**src/include/procyon_config.svh**
```systemverilog
`ifndef PROCYON_CONFIG_SVH
`define PROCYON_CONFIG_SVH

// Core side
`define DATA_WIDTH          32
`define ADDR_WIDTH          32
`define DCACHE_LINE_WIDTH   128

// Miss handling queue, depth must be a power of two
`define MHQ_DEPTH           4
`define MHQ_TAG_WIDTH       2

// Wishbone side
`define WB_DATA_WIDTH       32
`define WB_BEATS            4

`endif
```
**src/hw/wb_types_pkg.sv**
```systemverilog
`default_nettype none

`include "procyon_config.svh"

package wb_types_pkg;

    typedef logic [`ADDR_WIDTH-1:0]         wb_addr_t;
    typedef logic [`WB_DATA_WIDTH-1:0]      wb_data_t;
    typedef logic [$clog2(`WB_BEATS)-1:0]   wb_beat_t;

    typedef enum logic [1:0] {
        IDLE,
        REQ,
        WAIT_ACK,
        FILL
    } wb_state_t;

endpackage

`default_nettype wire

```
**src/hw/procyon_types_pkg.sv**
```systemverilog
`default_nettype none

`include "procyon_config.svh"

package procyon_types_pkg;

    typedef logic [`ADDR_WIDTH-1:0]            procyon_addr_t;
    typedef logic [`DATA_WIDTH-1:0]            procyon_data_t;
    typedef logic [`DATA_WIDTH/8-1:0]          procyon_byte_select_t;
    typedef logic [`DCACHE_LINE_WIDTH-1:0]     procyon_cacheline_t;
    typedef logic [`DCACHE_LINE_WIDTH/8-1:0]   procyon_line_mask_t;
    typedef logic [`MHQ_TAG_WIDTH-1:0]         procyon_mhq_tag_t;

    // One pending miss, stores are kept as bytes over the whole line
    typedef struct packed {
        logic                  valid;
        procyon_addr_t         addr;
        logic                  dirty;
        procyon_cacheline_t    data;
        procyon_line_mask_t    mask;
    } mhq_entry_t;

endpackage

`default_nettype wire

```
**src/hw/ccu.sv**
```systemverilog
`default_nettype none

`include "procyon_config.svh"

module ccu
    import procyon_types_pkg::*;
    import wb_types_pkg::*;
(
    input  logic                    i_clk,
    input  logic                    i_rst_n,

    // Load/store unit miss requests
    input  logic                    i_mhq_enq_en,
    input  logic                    i_mhq_enq_we,
    input  procyon_addr_t           i_mhq_enq_addr,
    input  procyon_data_t           i_mhq_enq_data,
    input  procyon_byte_select_t    i_mhq_enq_byte_select,
    output procyon_mhq_tag_t        o_mhq_enq_tag,
    output logic                    o_mhq_full,

    // Line fills back to the load/store unit
    output logic                    o_mhq_fill,
    output procyon_mhq_tag_t        o_mhq_fill_tag,
    output logic                    o_mhq_fill_dirty,
    output procyon_addr_t           o_mhq_fill_addr,
    output procyon_cacheline_t      o_mhq_fill_data,

    // Wishbone read master
    input  logic                    i_wb_ack,
    input  logic                    i_wb_stall,
    input  wb_data_t                i_wb_data,
    output logic                    o_wb_cyc,
    output logic                    o_wb_stb,
    output wb_addr_t                o_wb_addr
);

    localparam int LINE_OFFSET_BITS = $clog2(`DCACHE_LINE_WIDTH / 8);
    localparam int WB_BYTE_BITS     = $clog2(`WB_DATA_WIDTH / 8);

    mhq_entry_t         head_entry;
    procyon_mhq_tag_t   head_tag;
    logic               head_valid;
    logic               head_busy;
    logic               fill;
    logic               release_head;
    wb_beat_t           req_beat;
    wb_beat_t           ack_beat;
    logic               last_req;
    logic               last_ack;
    logic               req_accept;
    procyon_cacheline_t fill_data;

    assign req_accept = o_wb_stb & ~i_wb_stall;

    // Beat k sits at line address plus 4k
    assign o_wb_addr = {head_entry.addr[`ADDR_WIDTH-1:LINE_OFFSET_BITS], req_beat,
                        {WB_BYTE_BITS{1'b0}}};

    assign o_mhq_fill       = fill;
    assign o_mhq_fill_tag   = head_tag;
    assign o_mhq_fill_dirty = head_entry.dirty;
    assign o_mhq_fill_addr  = head_entry.addr;
    assign o_mhq_fill_data  = fill_data;

    mhq_entries mhq_entries_inst (
        .i_clk(i_clk),
        .i_rst_n(i_rst_n),
        .i_enq_en(i_mhq_enq_en),
        .i_enq_we(i_mhq_enq_we),
        .i_enq_addr(i_mhq_enq_addr),
        .i_enq_data(i_mhq_enq_data),
        .i_enq_byte_select(i_mhq_enq_byte_select),
        .i_head_busy(head_busy),
        .i_release(release_head),
        .o_enq_tag(o_mhq_enq_tag),
        .o_full(o_mhq_full),
        .o_head_valid(head_valid),
        .o_head_tag(head_tag),
        .o_head_entry(head_entry)
    );

    wb_read_fsm wb_read_fsm_inst (
        .i_clk(i_clk),
        .i_rst_n(i_rst_n),
        .i_head_valid(head_valid),
        .i_wb_stall(i_wb_stall),
        .i_wb_ack(i_wb_ack),
        .i_last_req(last_req),
        .i_last_ack(last_ack),
        .o_wb_cyc(o_wb_cyc),
        .o_wb_stb(o_wb_stb),
        .o_head_busy(head_busy),
        .o_fill(fill),
        .o_release(release_head)
    );

    wb_beat_counter wb_beat_counter_inst (
        .i_clk(i_clk),
        .i_rst_n(i_rst_n),
        .i_req_accept(req_accept),
        .i_ack(i_wb_ack),
        .i_clear(fill),
        .o_req_beat(req_beat),
        .o_ack_beat(ack_beat),
        .o_last_req(last_req),
        .o_last_ack(last_ack)
    );

    fill_line_buffer fill_line_buffer_inst (
        .i_clk(i_clk),
        .i_rst_n(i_rst_n),
        .i_ack(i_wb_ack),
        .i_ack_beat(ack_beat),
        .i_wb_data(i_wb_data),
        .i_head_entry(head_entry),
        .o_fill_data(fill_data)
    );

endmodule

`default_nettype wire

```
**src/hw/wb_beat_counter.sv**
```systemverilog
`default_nettype none

`include "procyon_config.svh"

module wb_beat_counter
    import wb_types_pkg::*;
(
    input  logic        i_clk,
    input  logic        i_rst_n,

    input  logic        i_req_accept,
    input  logic        i_ack,
    input  logic        i_clear,

    output wb_beat_t    o_req_beat,
    output wb_beat_t    o_ack_beat,
    output logic        o_last_req,
    output logic        o_last_ack
);

    localparam wb_beat_t LAST_BEAT = wb_beat_t'(`WB_BEATS - 1);

    wb_beat_t req_beat;
    wb_beat_t ack_beat;

    // Acks trail the requests and count on their own
    always_ff @(posedge i_clk or negedge i_rst_n) begin
        if (!i_rst_n) begin
            req_beat <= '0;
            ack_beat <= '0;
        end else if (i_clear) begin
            req_beat <= '0;
            ack_beat <= '0;
        end else begin
            if (i_req_accept) begin
                req_beat <= req_beat + 1'b1;
            end
            if (i_ack) begin
                ack_beat <= ack_beat + 1'b1;
            end
        end
    end

    assign o_req_beat = req_beat;
    assign o_ack_beat = ack_beat;
    assign o_last_req = (req_beat == LAST_BEAT);
    assign o_last_ack = (ack_beat == LAST_BEAT);

endmodule

`default_nettype wire

```
**src/hw/wb_read_fsm.sv**
```systemverilog
`default_nettype none

module wb_read_fsm
    import wb_types_pkg::*;
(
    input  logic    i_clk,
    input  logic    i_rst_n,

    input  logic    i_head_valid,
    input  logic    i_wb_stall,
    input  logic    i_wb_ack,
    input  logic    i_last_req,
    input  logic    i_last_ack,

    output logic    o_wb_cyc,
    output logic    o_wb_stb,

    output logic    o_head_busy,
    output logic    o_fill,
    output logic    o_release
);

    wb_state_t state;
    wb_state_t state_next;

    always_comb begin
        state_next = state;
        case (state)
            IDLE: begin
                if (i_head_valid) begin
                    state_next = REQ;
                end
            end
            // Leave once the final beat is taken by the slave
            REQ: begin
                if (!i_wb_stall && i_last_req) begin
                    state_next = WAIT_ACK;
                end
            end
            WAIT_ACK: begin
                if (i_wb_ack && i_last_ack) begin
                    state_next = FILL;
                end
            end
            FILL: begin
                state_next = IDLE;
            end
            default: begin
                state_next = IDLE;
            end
        endcase
    end

    always_ff @(posedge i_clk or negedge i_rst_n) begin
        if (!i_rst_n) begin
            state <= IDLE;
        end else begin
            state <= state_next;
        end
    end

    assign o_wb_cyc    = (state == REQ) || (state == WAIT_ACK);
    assign o_wb_stb    = (state == REQ);

    // Fill goes out and the head is freed on the same cycle
    assign o_head_busy = (state == FILL);
    assign o_fill      = (state == FILL);
    assign o_release   = (state == FILL);

endmodule

`default_nettype wire

```
**src/hw/fill_line_buffer.sv**
```systemverilog
`default_nettype none

`include "procyon_config.svh"

module fill_line_buffer
    import procyon_types_pkg::*;
    import wb_types_pkg::*;
(
    input  logic                i_clk,
    input  logic                i_rst_n,

    input  logic                i_ack,
    input  wb_beat_t            i_ack_beat,
    input  wb_data_t            i_wb_data,

    input  mhq_entry_t          i_head_entry,
    output procyon_cacheline_t  o_fill_data
);

    localparam int LINE_BYTES = `DCACHE_LINE_WIDTH / 8;

    procyon_cacheline_t line_q;

    // Each ack returns one word in request order
    always_ff @(posedge i_clk or negedge i_rst_n) begin
        if (!i_rst_n) begin
            line_q <= '0;
        end else if (i_ack) begin
            line_q[i_ack_beat*`WB_DATA_WIDTH +: `WB_DATA_WIDTH] <= i_wb_data;
        end
    end

    // Pending store bytes win over memory
    always_comb begin
        for (int b = 0; b < LINE_BYTES; b++) begin
            if (i_head_entry.mask[b]) begin
                o_fill_data[b*8 +: 8] = i_head_entry.data[b*8 +: 8];
            end else begin
                o_fill_data[b*8 +: 8] = line_q[b*8 +: 8];
            end
        end
    end

endmodule

`default_nettype wire

```
**src/hw/mhq_entries.sv**
```systemverilog
`default_nettype none

`include "procyon_config.svh"

module mhq_entries
    import procyon_types_pkg::*;
(
    input  logic                    i_clk,
    input  logic                    i_rst_n,

    input  logic                    i_enq_en,
    input  logic                    i_enq_we,
    input  procyon_addr_t           i_enq_addr,
    input  procyon_data_t           i_enq_data,
    input  procyon_byte_select_t    i_enq_byte_select,

    input  logic                    i_head_busy,
    input  logic                    i_release,

    output procyon_mhq_tag_t        o_enq_tag,
    output logic                    o_full,

    output logic                    o_head_valid,
    output procyon_mhq_tag_t        o_head_tag,
    output mhq_entry_t              o_head_entry
);

    localparam int LINE_BYTES  = `DCACHE_LINE_WIDTH / 8;
    localparam int WORD_BYTES  = `DATA_WIDTH / 8;
    localparam int OFFSET_BITS = $clog2(LINE_BYTES);
    localparam int WORD_BITS   = $clog2(WORD_BYTES);

    logic [`MHQ_DEPTH-1:0]              entry_valid;
    procyon_addr_t                      entry_addr  [0:`MHQ_DEPTH-1];
    logic                               entry_dirty [0:`MHQ_DEPTH-1];
    procyon_cacheline_t                 entry_data  [0:`MHQ_DEPTH-1];
    procyon_line_mask_t                 entry_mask  [0:`MHQ_DEPTH-1];

    procyon_mhq_tag_t                   head;
    procyon_mhq_tag_t                   tail;
    logic [`MHQ_TAG_WIDTH:0]            count;

    procyon_addr_t                      enq_line;
    logic [OFFSET_BITS-WORD_BITS-1:0]   enq_word;
    procyon_cacheline_t                 enq_line_data;
    procyon_line_mask_t                 enq_line_mask;
    logic                               match;
    procyon_mhq_tag_t                   match_tag;
    logic                               accept;
    logic                               alloc;
    procyon_mhq_tag_t                   wr_tag;

    assign enq_line = {i_enq_addr[`ADDR_WIDTH-1:OFFSET_BITS], {OFFSET_BITS{1'b0}}};
    assign enq_word = i_enq_addr[OFFSET_BITS-1:WORD_BITS];

    // Store word and its byte enables moved to their slot in the line
    assign enq_line_data = procyon_cacheline_t'(i_enq_data) << (enq_word * `DATA_WIDTH);
    assign enq_line_mask = i_enq_we ?
                           procyon_line_mask_t'(i_enq_byte_select) << (enq_word * WORD_BYTES) :
                           '0;

    // Any pending entry for this line other than a head whose fill is out
    always_comb begin
        match     = 1'b0;
        match_tag = '0;
        for (int i = 0; i < `MHQ_DEPTH; i++) begin
            if (entry_valid[i] && (entry_addr[i] == enq_line) &&
                !(i_head_busy && (procyon_mhq_tag_t'(i) == head))) begin
                match     = 1'b1;
                match_tag = procyon_mhq_tag_t'(i);
            end
        end
    end

    assign accept    = i_enq_en & ~o_full;
    assign alloc     = accept & ~match;
    assign wr_tag    = match ? match_tag : tail;
    assign o_enq_tag = wr_tag;

    always_ff @(posedge i_clk or negedge i_rst_n) begin
        if (!i_rst_n) begin
            entry_valid <= '0;
            head        <= '0;
            tail        <= '0;
            count       <= '0;
        end else begin
            if (alloc) begin
                entry_valid[tail] <= 1'b1;
                tail              <= tail + 1'b1;
            end
            if (i_release) begin
                entry_valid[head] <= 1'b0;
                head              <= head + 1'b1;
            end
            count <= count + {{`MHQ_TAG_WIDTH{1'b0}}, alloc}
                           - {{`MHQ_TAG_WIDTH{1'b0}}, i_release};
        end
    end

    always_ff @(posedge i_clk) begin
        if (accept) begin
            if (alloc) begin
                entry_addr[wr_tag]  <= enq_line;
                entry_dirty[wr_tag] <= i_enq_we;
                entry_mask[wr_tag]  <= enq_line_mask;
            end else begin
                entry_dirty[wr_tag] <= entry_dirty[wr_tag] | i_enq_we;
                entry_mask[wr_tag]  <= entry_mask[wr_tag] | enq_line_mask;
            end
            // Later stores overwrite earlier bytes
            for (int b = 0; b < LINE_BYTES; b++) begin
                if (enq_line_mask[b]) begin
                    entry_data[wr_tag][b*8 +: 8] <= enq_line_data[b*8 +: 8];
                end
            end
        end
    end

    assign o_full       = (count == (`MHQ_TAG_WIDTH+1)'(`MHQ_DEPTH));
    assign o_head_valid = entry_valid[head];
    assign o_head_tag   = head;

    always_comb begin
        o_head_entry.valid = entry_valid[head];
        o_head_entry.addr  = entry_addr[head];
        o_head_entry.dirty = entry_dirty[head];
        o_head_entry.data  = entry_data[head];
        o_head_entry.mask  = entry_mask[head];
    end

endmodule

`default_nettype wire

```
**config.mk**
```make
export PLATFORM = sky130hd
export DESIGN_NAME = ccu
export DESIGN_NICKNAME = d
export VERILOG_FILES = /design/src/hw/wb_types_pkg.sv /design/src/hw/procyon_types_pkg.sv /design/src/hw/ccu.sv /design/src/hw/wb_beat_counter.sv /design/src/hw/wb_read_fsm.sv /design/src/hw/fill_line_buffer.sv /design/src/hw/mhq_entries.sv
export VERILOG_INCLUDE_DIRS = /design/src /design/src/include
export SDC_FILE = /design/constraint.sdc
export NUM_CORES = 1
export LEC_CHECK = 0
export BUFFER_PORTS_ARGS = -buffer_cell sky130_fd_sc_hd__buf_4
export CORE_UTILIZATION = 59
export DETAILED_ROUTE_END_ITERATION = 10
export GPL_TIMING_DRIVEN = 0
export PLACE_DENSITY = 0.87
export RECOVER_POWER = 25
export SETUP_SLACK_MARGIN = 0.05
export SYNTH_ARGS = -nofsm -noshare
export SYNTH_HDL_FRONTEND = slang
export SYNTH_HIERARCHICAL = 1
export SYNTH_SLANG_ARGS = --single-unit
```
**constraint.sdc**
```tcl
create_clock -name i_clk -period 8.2 [get_ports i_clk]
set_input_delay 0.41 -clock i_clk [delete_from_list [all_inputs] [get_ports i_clk]]
set_output_delay 0.41 -clock i_clk [all_outputs]
set_load 0.03 [all_outputs]
```
* Yosys cells after proc, flatten, opt, wreduce, memory -nomap -nowiden
Memory sizes are Yosys's and may differ from the RTL's. Cells that the tools add are included.
Cells by class: add/subtract/negate cells 7, reduce and logical (&&, ||, !) cells 27, $lt $le $gt $ge 4, equality and inequality tests 16, shift-type cells 4, bitwise logic cells 13, mux-type cells 98
Operator list (count):
- bitwise mux 128 bit | 1
- == test 32 bit | 4
- 2-to-1 mux 8 bit | 16
- variable shift 32 x 34 -> 128 bit, first input constant | 1
- indexed part select 32 x 34 -> 128 bit | 1
- << shifter 32 x 7 -> 128 bit | 1
- 2-to-1 mux 1 bit | 63
- negator 7 -> 34 bit | 1
- 2-to-1 mux 16 bit | 2
- 2-to-1 mux 2 bit | 10
- logical AND 1 bit | 16
- OR 16 bit | 1
- << shifter 4 x 4 -> 16 bit | 1
- adder 2 x 1 -> 2 bit, second input constant | 4
- == test 2 bit, second input constant | 4
- 2-to-1 mux 4 bit | 2
- case mux 2 bit (4 select lines) | 1
- less-than comparator 2 x 3 -> 1 bit, second input constant | 2
- logical NOT 1 bit | 5
- AND 4 bit | 1
- demux 1 bit (select 2 bit) | 2
- == test 2 bit, first input constant | 2
- greater-or-equal comparator 2 x 1 -> 1 bit, second input constant | 2
- logical NOT 2 bit | 2
- other kinds (16) | 24
Storage, ports and cells: flip-flop bits (word level) 145, memories 4, memory bits (writable) 692, logic and storage cells 181
Memories:
- mhq_entries_inst.entry_data | words 4, width 128, read ports 1, clocked after Yosys merged registers in 0, wr ports 1, line mhq_entries.sv:36 | procyon_cacheline_t entry_data [0:`MHQ_DEPTH-1];
- mhq_entries_inst.entry_addr | words 4, width 28, read ports 5, clocked after Yosys merged registers in 0, wr ports 1, line mhq_entries.sv:34 | procyon_addr_t entry_addr [0:`MHQ_DEPTH-1];
- mhq_entries_inst.entry_mask | words 4, width 16, read ports 2, clocked after Yosys merged registers in 0, wr ports 1, line mhq_entries.sv:37 | procyon_line_mask_t entry_mask [0:`MHQ_DEPTH-1];
- mhq_entries_inst.entry_dirty | words 4, width 1, read ports 2, clocked after Yosys merged registers in 0, wr ports 1, line mhq_entries.sv:35 | logic entry_dirty [0:`MHQ_DEPTH-1];

* Longest topological paths before layout
Gate-level depths: netlist of run 1.
word-level depth 14, depth in mapped cells 19, mapped depth without buffers 16

* By module
The synthesis of run 1 kept the hierarchy.
Modules (own cells, without submodules):
- mhq_entries | cells each 1564, area each 29331.9 sq um, instances 1, seq. area each 21055.2 sq um
- fill_line_buffer | cells each 566, area each 6993.0 sq um, instances 1, seq. area each 3203.1 sq um
- ccu | cells each 32, area each 242.7 sq um, instances 1, seq. area each 0.0 sq um
- wb_read_fsm | cells each 18, area each 181.4 sq um, instances 1, seq. area each 50.0 sq um
- wb_beat_counter | cells each 14, area each 177.7 sq um, instances 1, seq. area each 100.1 sq um

* Worst setup path after synthesis of run 1
OpenSTA, ideal clock, no wires.
kind reg2reg, start reg mhq_entries_inst.head[0] (netlist: mhq_entries_inst/o_head_tag[0]), end mem mhq_entries_inst/entry_addr[1][0] in the netlist's numbering, enable pin, setup slack 3050 ps, stages on the path, launching flop included 16, clock period less this slack 5150 ps, data required time 7787 ps, data arrival time 4737 ps, path through dfrtp_1 > clkbuf_1 > clkbuf_1 > buf_1 > inv_1 > ha_1 > nand2_1 > o21ai_0 > nor4_1 > and4b_1 > o311a_1 > buf_6 > inv_2 > a2111o_1 > buf_2 > nor2_1
On the way: elaborated cells between the ends (all ways) 29
RTL lines:
- start, declared | line mhq_entries.sv:39 | procyon_mhq_tag_t head;
- start signal, assigned | line mhq_entries.sv:93 | head <= head + 1'b1;
- logical NOT 2 bit | line mhq_entries.sv:68 | !(i_head_busy && (procyon_mhq_tag_t'(i) == head))) begin
- logical AND 1 bit | line mhq_entries.sv:68
- logical NOT 1 bit | line mhq_entries.sv:68
- logical AND 1 bit | line mhq_entries.sv:67 | if (entry_valid[i] && (entry_addr[i] == enq_line) &&
- 2-to-1 mux 1 bit (4 in series) | line mhq_entries.sv:67
- 2-to-1 mux 2 bit * | line mhq_entries.sv:77 | assign wr_tag = match ? match_tag : tail;
- net o_mhq_enq_tag[1] | line ccu.sv:18 | output procyon_mhq_tag_t o_mhq_enq_tag,
- end, declared | line mhq_entries.sv:34
The timed path passes the listed nets; every way through them passes the cells marked *.

* Worst setup path in the final report of run 1
start reg mhq_entries_inst.head[0] (netlist: mhq_entries_inst/o_head_tag[0]), end mem mhq_entries_inst/entry_data[0][77] in the netlist's numbering, enable pin
On the way: word-level cells in the longest chain between the ends 9, elaborated cells between the ends (all ways) 24
RTL lines (line):
- logical NOT 2 bit | mhq_entries.sv:68
- logical AND 1 bit | mhq_entries.sv:68
- logical NOT 1 bit | mhq_entries.sv:68
- logical AND 1 bit | mhq_entries.sv:67
- 2-to-1 mux 1 bit (4 in series) | mhq_entries.sv:67
- 2-to-1 mux 2 bit * | mhq_entries.sv:77
- end, declared | mhq_entries.sv:36
Every way passes the cells marked *; elsewhere a longest branch is shown, timed or not.

==> results.yml, run 1 <==
worst_hold_path:
  holdPathEnd: "fill_line_buffer_inst/line_q[95]"
  hold_start: "i_wb_data[31]"
  hp-class: "primary input to register"
  hold_path_depth: 2
timing:
  setup_violations: 0
  post-route-period-util: 0.812
  rsz0062_at_grt: "no"
  finalMaxSlewViolations: 66
  clock-skew-final_ns: 0.0349
  fmax_ghz: 0.150
  worst_pin_slew_ns: 3.98
  hold_viol: 0
  setup_tns_ns: 0
  min_period_ns: 6.66
  relSlewSlack: -1.65
route:
  avgViaCountPerCell: 6.91
  drt-wirelength-per-cell_um: 32.3
  drcViolationCount: 0
  first_iter_violations: 4113
  drtPass1Iterations: 6
  num_vias: 24300
  wirelength_um: 114000
  ant_nets: 0
clock_network:
  cts_resized: 0
  root_buffer: "clkbuf_16"
  clkTransAtPathRegs_ns: 0.06
  tritoncts: "done"
  ctsHtreeMaxLevel: 3
  cts.path.max_buffers: 3
  cts_buffers: 85
  insertion_delay_ns: 0.65
  cts.sinks: 837
setup_path:
  cp_common_cell: "clkbuf_1"
  rr_worst_depth: 12
  end_kind: "register"
  r2r_end: "mhq_entries_inst/entry_data[0][77]"
  critPathLaunchType: "register"
  rrSetupSlack_ns: 1.54
  path_class: "register to register"
  crit_path_max_incr_delay_ns: 0.87
  critPathBufInv: 5
  path_max_fanout: 10
  critical_path_required_ns: 8.46
  reg2reg_from: "mhq_entries_inst/o_head_tag[0]"
  cp-startpoint: "mhq_entries_inst/o_head_tag[0]"
  cp_slowest_cell: "nand3_1"
  path_delay_family: "buffers and inverters"
  worstPathCellList: "clkbuf_1, clkbuf_1, buf_1, inv_1, ha_1, nand2_1, and4_1, nand4_1, a21oi_1, nand3_1, clkbuf_1, nor2_1"
  arrival_ns: 6.92
floorplan:
  core-area_um2: 61700
  dieArea_um2: 63600
  die_w_um: 252
  pin_count: 307
  initial_core_util: 0.598
  placementRows: 91
  die_h_um: 252
grt:
  grt_pass1_vias: 24000
  grt_overflow: 0
  grt.total_usage: 0.359
  grt_pass1_wl_um: 162000
  grt_max_degree: 81
  antenna_found_initial: 21
cells_and_area:
  drive_above_1_share: 0.316
  final_nets: 2724
  fillers: 3727
  final_util: 0.702
  synthToLayoutAreaGrowth_pct: 17.3
  final_common_cell: "edfxtp_1"
  final_cell_mix: "edfxtp_1, buf_4, mux4_2"
placed_design:
  place.gp.congestion: 0.937
  hpwl_um: 77000
  port_buffers: 297
outcome:
  violations: "max-capacitance violations, max-slew violations"
  status: "complete, but fails checks"
power_and_ir_drop:
  power_leakage_nw: 15.5
  ir_drop_mv: 0.338
  p_per_area_nw_per_um2: 388
synthesis:
  avgSynthCellArea_um2: 16.8
  syn_inst: 2193
  ys_warn_count: 6
  syn_area_um2: 36900
run:
  cap_violations: 1
layer usage:
layer  up-vias  part of all wire  wire (µm)  global-route usage
li1       9406                 -          -                   -
met5         -            0.0021        234                   0
met2      2334              0.45      51100               0.540
met1     12000              0.33      37100               0.466
met3       497              0.16      17600               0.112
met4        34             0.068       7700               0.206
timing repair:
| item | in CTS | in global routing |
|---|---|---|
| hold buffers | 10 | 0 |
| hold endpoints to repair | 101 | 0 |
| buffers inserted | 0 | 0 |
metrics by stage:
stage / hold WS, ns / power [mW] / std cells / area, µm² / worst slack, ns
5_1_grt: 0.0759 / 17.2 / 3505 / 43300 / 1.46
4_1_cts: 0.0101 / 16.7 / 3505 / 43400 / 1.78
6_report: 0.0921 / 16.8 / 3516 / 43300 / 1.54
2_1_floorplan: 0.114 / 10.1 / 2197 / 36900 / 3.05
3_3_place_gp: 0.467 / 12.4 / 3331 / 40200 / 0.857
3_5_place_dp: 0.461 / 12.6 / 3336 / 40400 / 1.80
worst max path at each step:
stage	to	cells past startpoint	slack [ns]
3_5_place_dp	mhq_entries_inst/entry_data[0][77]	12	1.80
6_report	mhq_entries_inst/entry_data[0][77]	12	1.54
2_1_floorplan	mhq_entries_inst/entry_addr[1][0]	15	3.05
5_1_grt	mhq_entries_inst/entry_data[0][73]	12	1.46
3_3_place_gp	mhq_entries_inst/entry_addr[0][17]	11	0.86
4_1_cts	mhq_entries_inst/entry_data[0][77]	12	1.78
registers in the layout, summed over array words and instances (netlist names), 3 cells and up:
name and flops:
mhq_entries_inst/entry_data 512, mhq_entries_inst/entry_mask 64, fill_line_buffer_inst/line_q 128, mhq_entries_inst/entry_dirty 4, mhq_entries_inst/entry_valid 4, mhq_entries_inst/count 3, mhq_entries_inst/entry_addr 112
power breakdown:
group | switching [mW] | internal [mW] | total [mW] | leakage [nW]
sequential | 0.387 | 5.15 | 5.53 | 8.40
combinational | 4.36 | 2.90 | 7.26 | 5.66
clock | 1.63 | 2.39 | 4.02 | 1.42
final cells by class:
| class | count | area (µm²) | area share |
|---|---|---|---|
| flip-flops and latches | 837 | 24400 | 0.564 |
| clock buffers | 122 | 2470 | 0.0570 |
| clock inverters | 37 | 444 | 0.0103 |
| well taps | 837 | 1050 | 0.0242 |
| repair buffers | 312 | 2350 | 0.0543 |
| multi-input cells | 1146 | 11500 | 0.265 |
| inverters | 22 | 82.6 | 0.00191 |
| plain buffers | 192 | 988 | 0.0228 |
| diodes | 11 | 27.5 | 0.000636 |
No activity file was read; power rests on OpenSTA's default activity.
==> run 2: changes to the inputs <==
clock period = 6.38 ns   (was 8.2 ns; I/O delays follow)
==> results.yml, run 2 (synthesized netlist as in run 1, its figures left out) <==
route:
  drtPass1Iterations: 8
  drt-wirelength-per-cell_um: 32.1
  ant_nets: 0
  first_iter_violations: 3905
  drcViolationCount: 0
  avgViaCountPerCell: 6.84
  num_vias: 24300
  wirelength_um: 114000
floorplan:
  dieArea_um2: 63600
  die_h_um: 252
  core-area_um2: 61700
  die_w_um: 252
  placementRows: 91
  pin_count: 307
  initial_core_util: 0.598
setup_path:
  end_kind: "register"
  path_class: "register to register"
  arrival_ns: 6.46
  critPathLaunchType: "register"
  path_max_fanout: 17
  critical_path_required_ns: 6.63
clock_network:
  root_buffer: "clkbuf_16"
  cts_buffers: 85
  tritoncts: "done"
  ctsHtreeMaxLevel: 3
  cts.sinks: 837
  clkTransAtPathRegs_ns: 0.06
  cts.path.max_buffers: 3
  insertion_delay_ns: 0.65
  cts_post_setup_buffers_inserted: 0
timing:
  post-route-period-util: 0.973
  setup_tns_ns: 0
  relSlewSlack: -1.56
  hold_viol: 0
  rsz0062_at_grt: "no"
  setup_violations: 0
  clock-skew-final_ns: 0.0345
  holdWs_ns: 0.0288
  finalMaxSlewViolations: 148
  layout_setup_ws_ns: 0.170
  worst_pin_slew_ns: 3.85
  min_period_ns: 6.21
  fmax_ghz: 0.161
grt:
  grt.total_usage: 0.360
  grt_max_degree: 81
  grt_overflow: 0
  grt_pass1_wl_um: 162000
  grt_pass1_vias: 24100
  antenna_found_initial: 20
run:
  cap_violations: 2
placed_design:
  place.gp.congestion: 0.937
  dpl_worst_slack_ns: -0.0238
  hpwl_um: 77000
  port_buffers: 297
cells_and_area:
  reg.largest.list: "mhq_entries_inst/entry_data: 512 flops, fill_line_buffer_inst/line_q: 128 flops, mhq_entries_inst/entry_addr: 112 flops"
  largest_register_ff_count: 512
  final_cell_mix: "edfxtp_1, buf_4, mux4_2"
  drive_above_1_share: 0.314
  final_util: 0.706
  fillers: 3691
  final_common_cell: "edfxtp_1"
  regMostFlops: "mhq_entries_inst/entry_data"
  synthToLayoutAreaGrowth_pct: 18.0
  final_nets: 2749
power_and_ir_drop:
  power_leakage_nw: 15.6
  p_per_area_nw_per_um2: 496
  ir_drop_mv: 0.333
worst_hold_path:
  hp-class: "primary input to register"
outcome:
  violations: "max-capacitance violations, max-slew violations"
  status: "complete, but fails checks"
==> run 2: cell count changes in the layout (fill, tap and decap cells not counted), sizes merged <==
cell / previous run / this run
clkbuf: 251 / 252
dlygate4sd3: 10 / 35
diode: 11 / 18
buf: 365 / 364
==> run 2: final timing paths <==
kind / from / endpoint / slack [ns] / cells after the start
max in group asynchronous: i_rst_n / fill_line_buffer_inst/line_q[90] / 1.16 / 3
worst max-delay path: mhq_entries_inst/o_head_tag[1] / mhq_entries_inst/entry_mask[0][12] / 0.17 / 11
worst min-delay path: i_wb_data[29] / fill_line_buffer_inst/line_q[29] / 0.03 / 3
min in group asynchronous: i_rst_n / fill_line_buffer_inst/line_q[40] / 1.55 / 2
worst min register to register: fill_line_buffer_inst/line_q[58] / fill_line_buffer_inst/line_q[58] / 0.49 / 1
worst max register to register: mhq_entries_inst/o_head_tag[1] / mhq_entries_inst/entry_mask[0][12] / 0.17 / 11
==> run 2: stage by stage <==
step	area (µm²)	cells	power (mW)
finish	43500	3548	21.6
global route	43500	3530	22.1
CTS	43600	3530	21.5
detailed placement	40400	3336	16.2
global placement	40200	3331	16.0
floorplan	36900	2197	13.0
==> run 2: timing repair <==
action / 4_1_cts / 5_1_grt
gates resized for setup: 1 / 1
hold buffers: 35 / 0
endpoints found under the hold margin: 183 / 0
setup endpoints to repair: 80 / 60
==> run 2: power breakdown <==
part           leakage [nW]  switching, mW  internal (mW)
sequential             8.40          0.500           6.62
clock                  1.42           2.09           3.07
combinational          5.76           5.61           3.73
==> run 2: critical path, stage by stage (launching register included) <==
cell      delay, ns
dfrtp_1        0.65
clkbuf_1       0.86
clkbuf_1       0.67
inv_1          0.19
ha_1           0.25
nand2_1        0.09
and4_1         0.20
nand4_1        0.13
a21oi_1        0.74
nand3_2        0.60
clkbuf_1       0.59
inv_1          0.84
==> run 2: layer usage <==
metal | GRT usage | routed length (µm) | vias to the layer above
met5 | 0 | 231 | -
met2 | 0.541 | 51100 | 2215
met1 | 0.466 | 36900 | 12100
met4 | 0.212 | 8010 | 30
met3 | 0.111 | 17600 | 498
li1 | - | - | 9465
==> run 2: layout make-up <==
class / count / area, µm² / share of cell area
Clock inverter: 37 / 444 / 0.0102
Clock buffer: 122 / 2470 / 0.0567
Timing Repair Buffer: 337 / 2580 / 0.0592
Inverter: 22 / 82.6 / 0.00190
Buffer: 192 / 990 / 0.0227
Antenna cell: 18 / 45.0 / 0.00103
Multi-Input combinational cell: 1146 / 11500 / 0.264
Tap cell: 837 / 1050 / 0.0240
Sequential cell: 837 / 24400 / 0.560
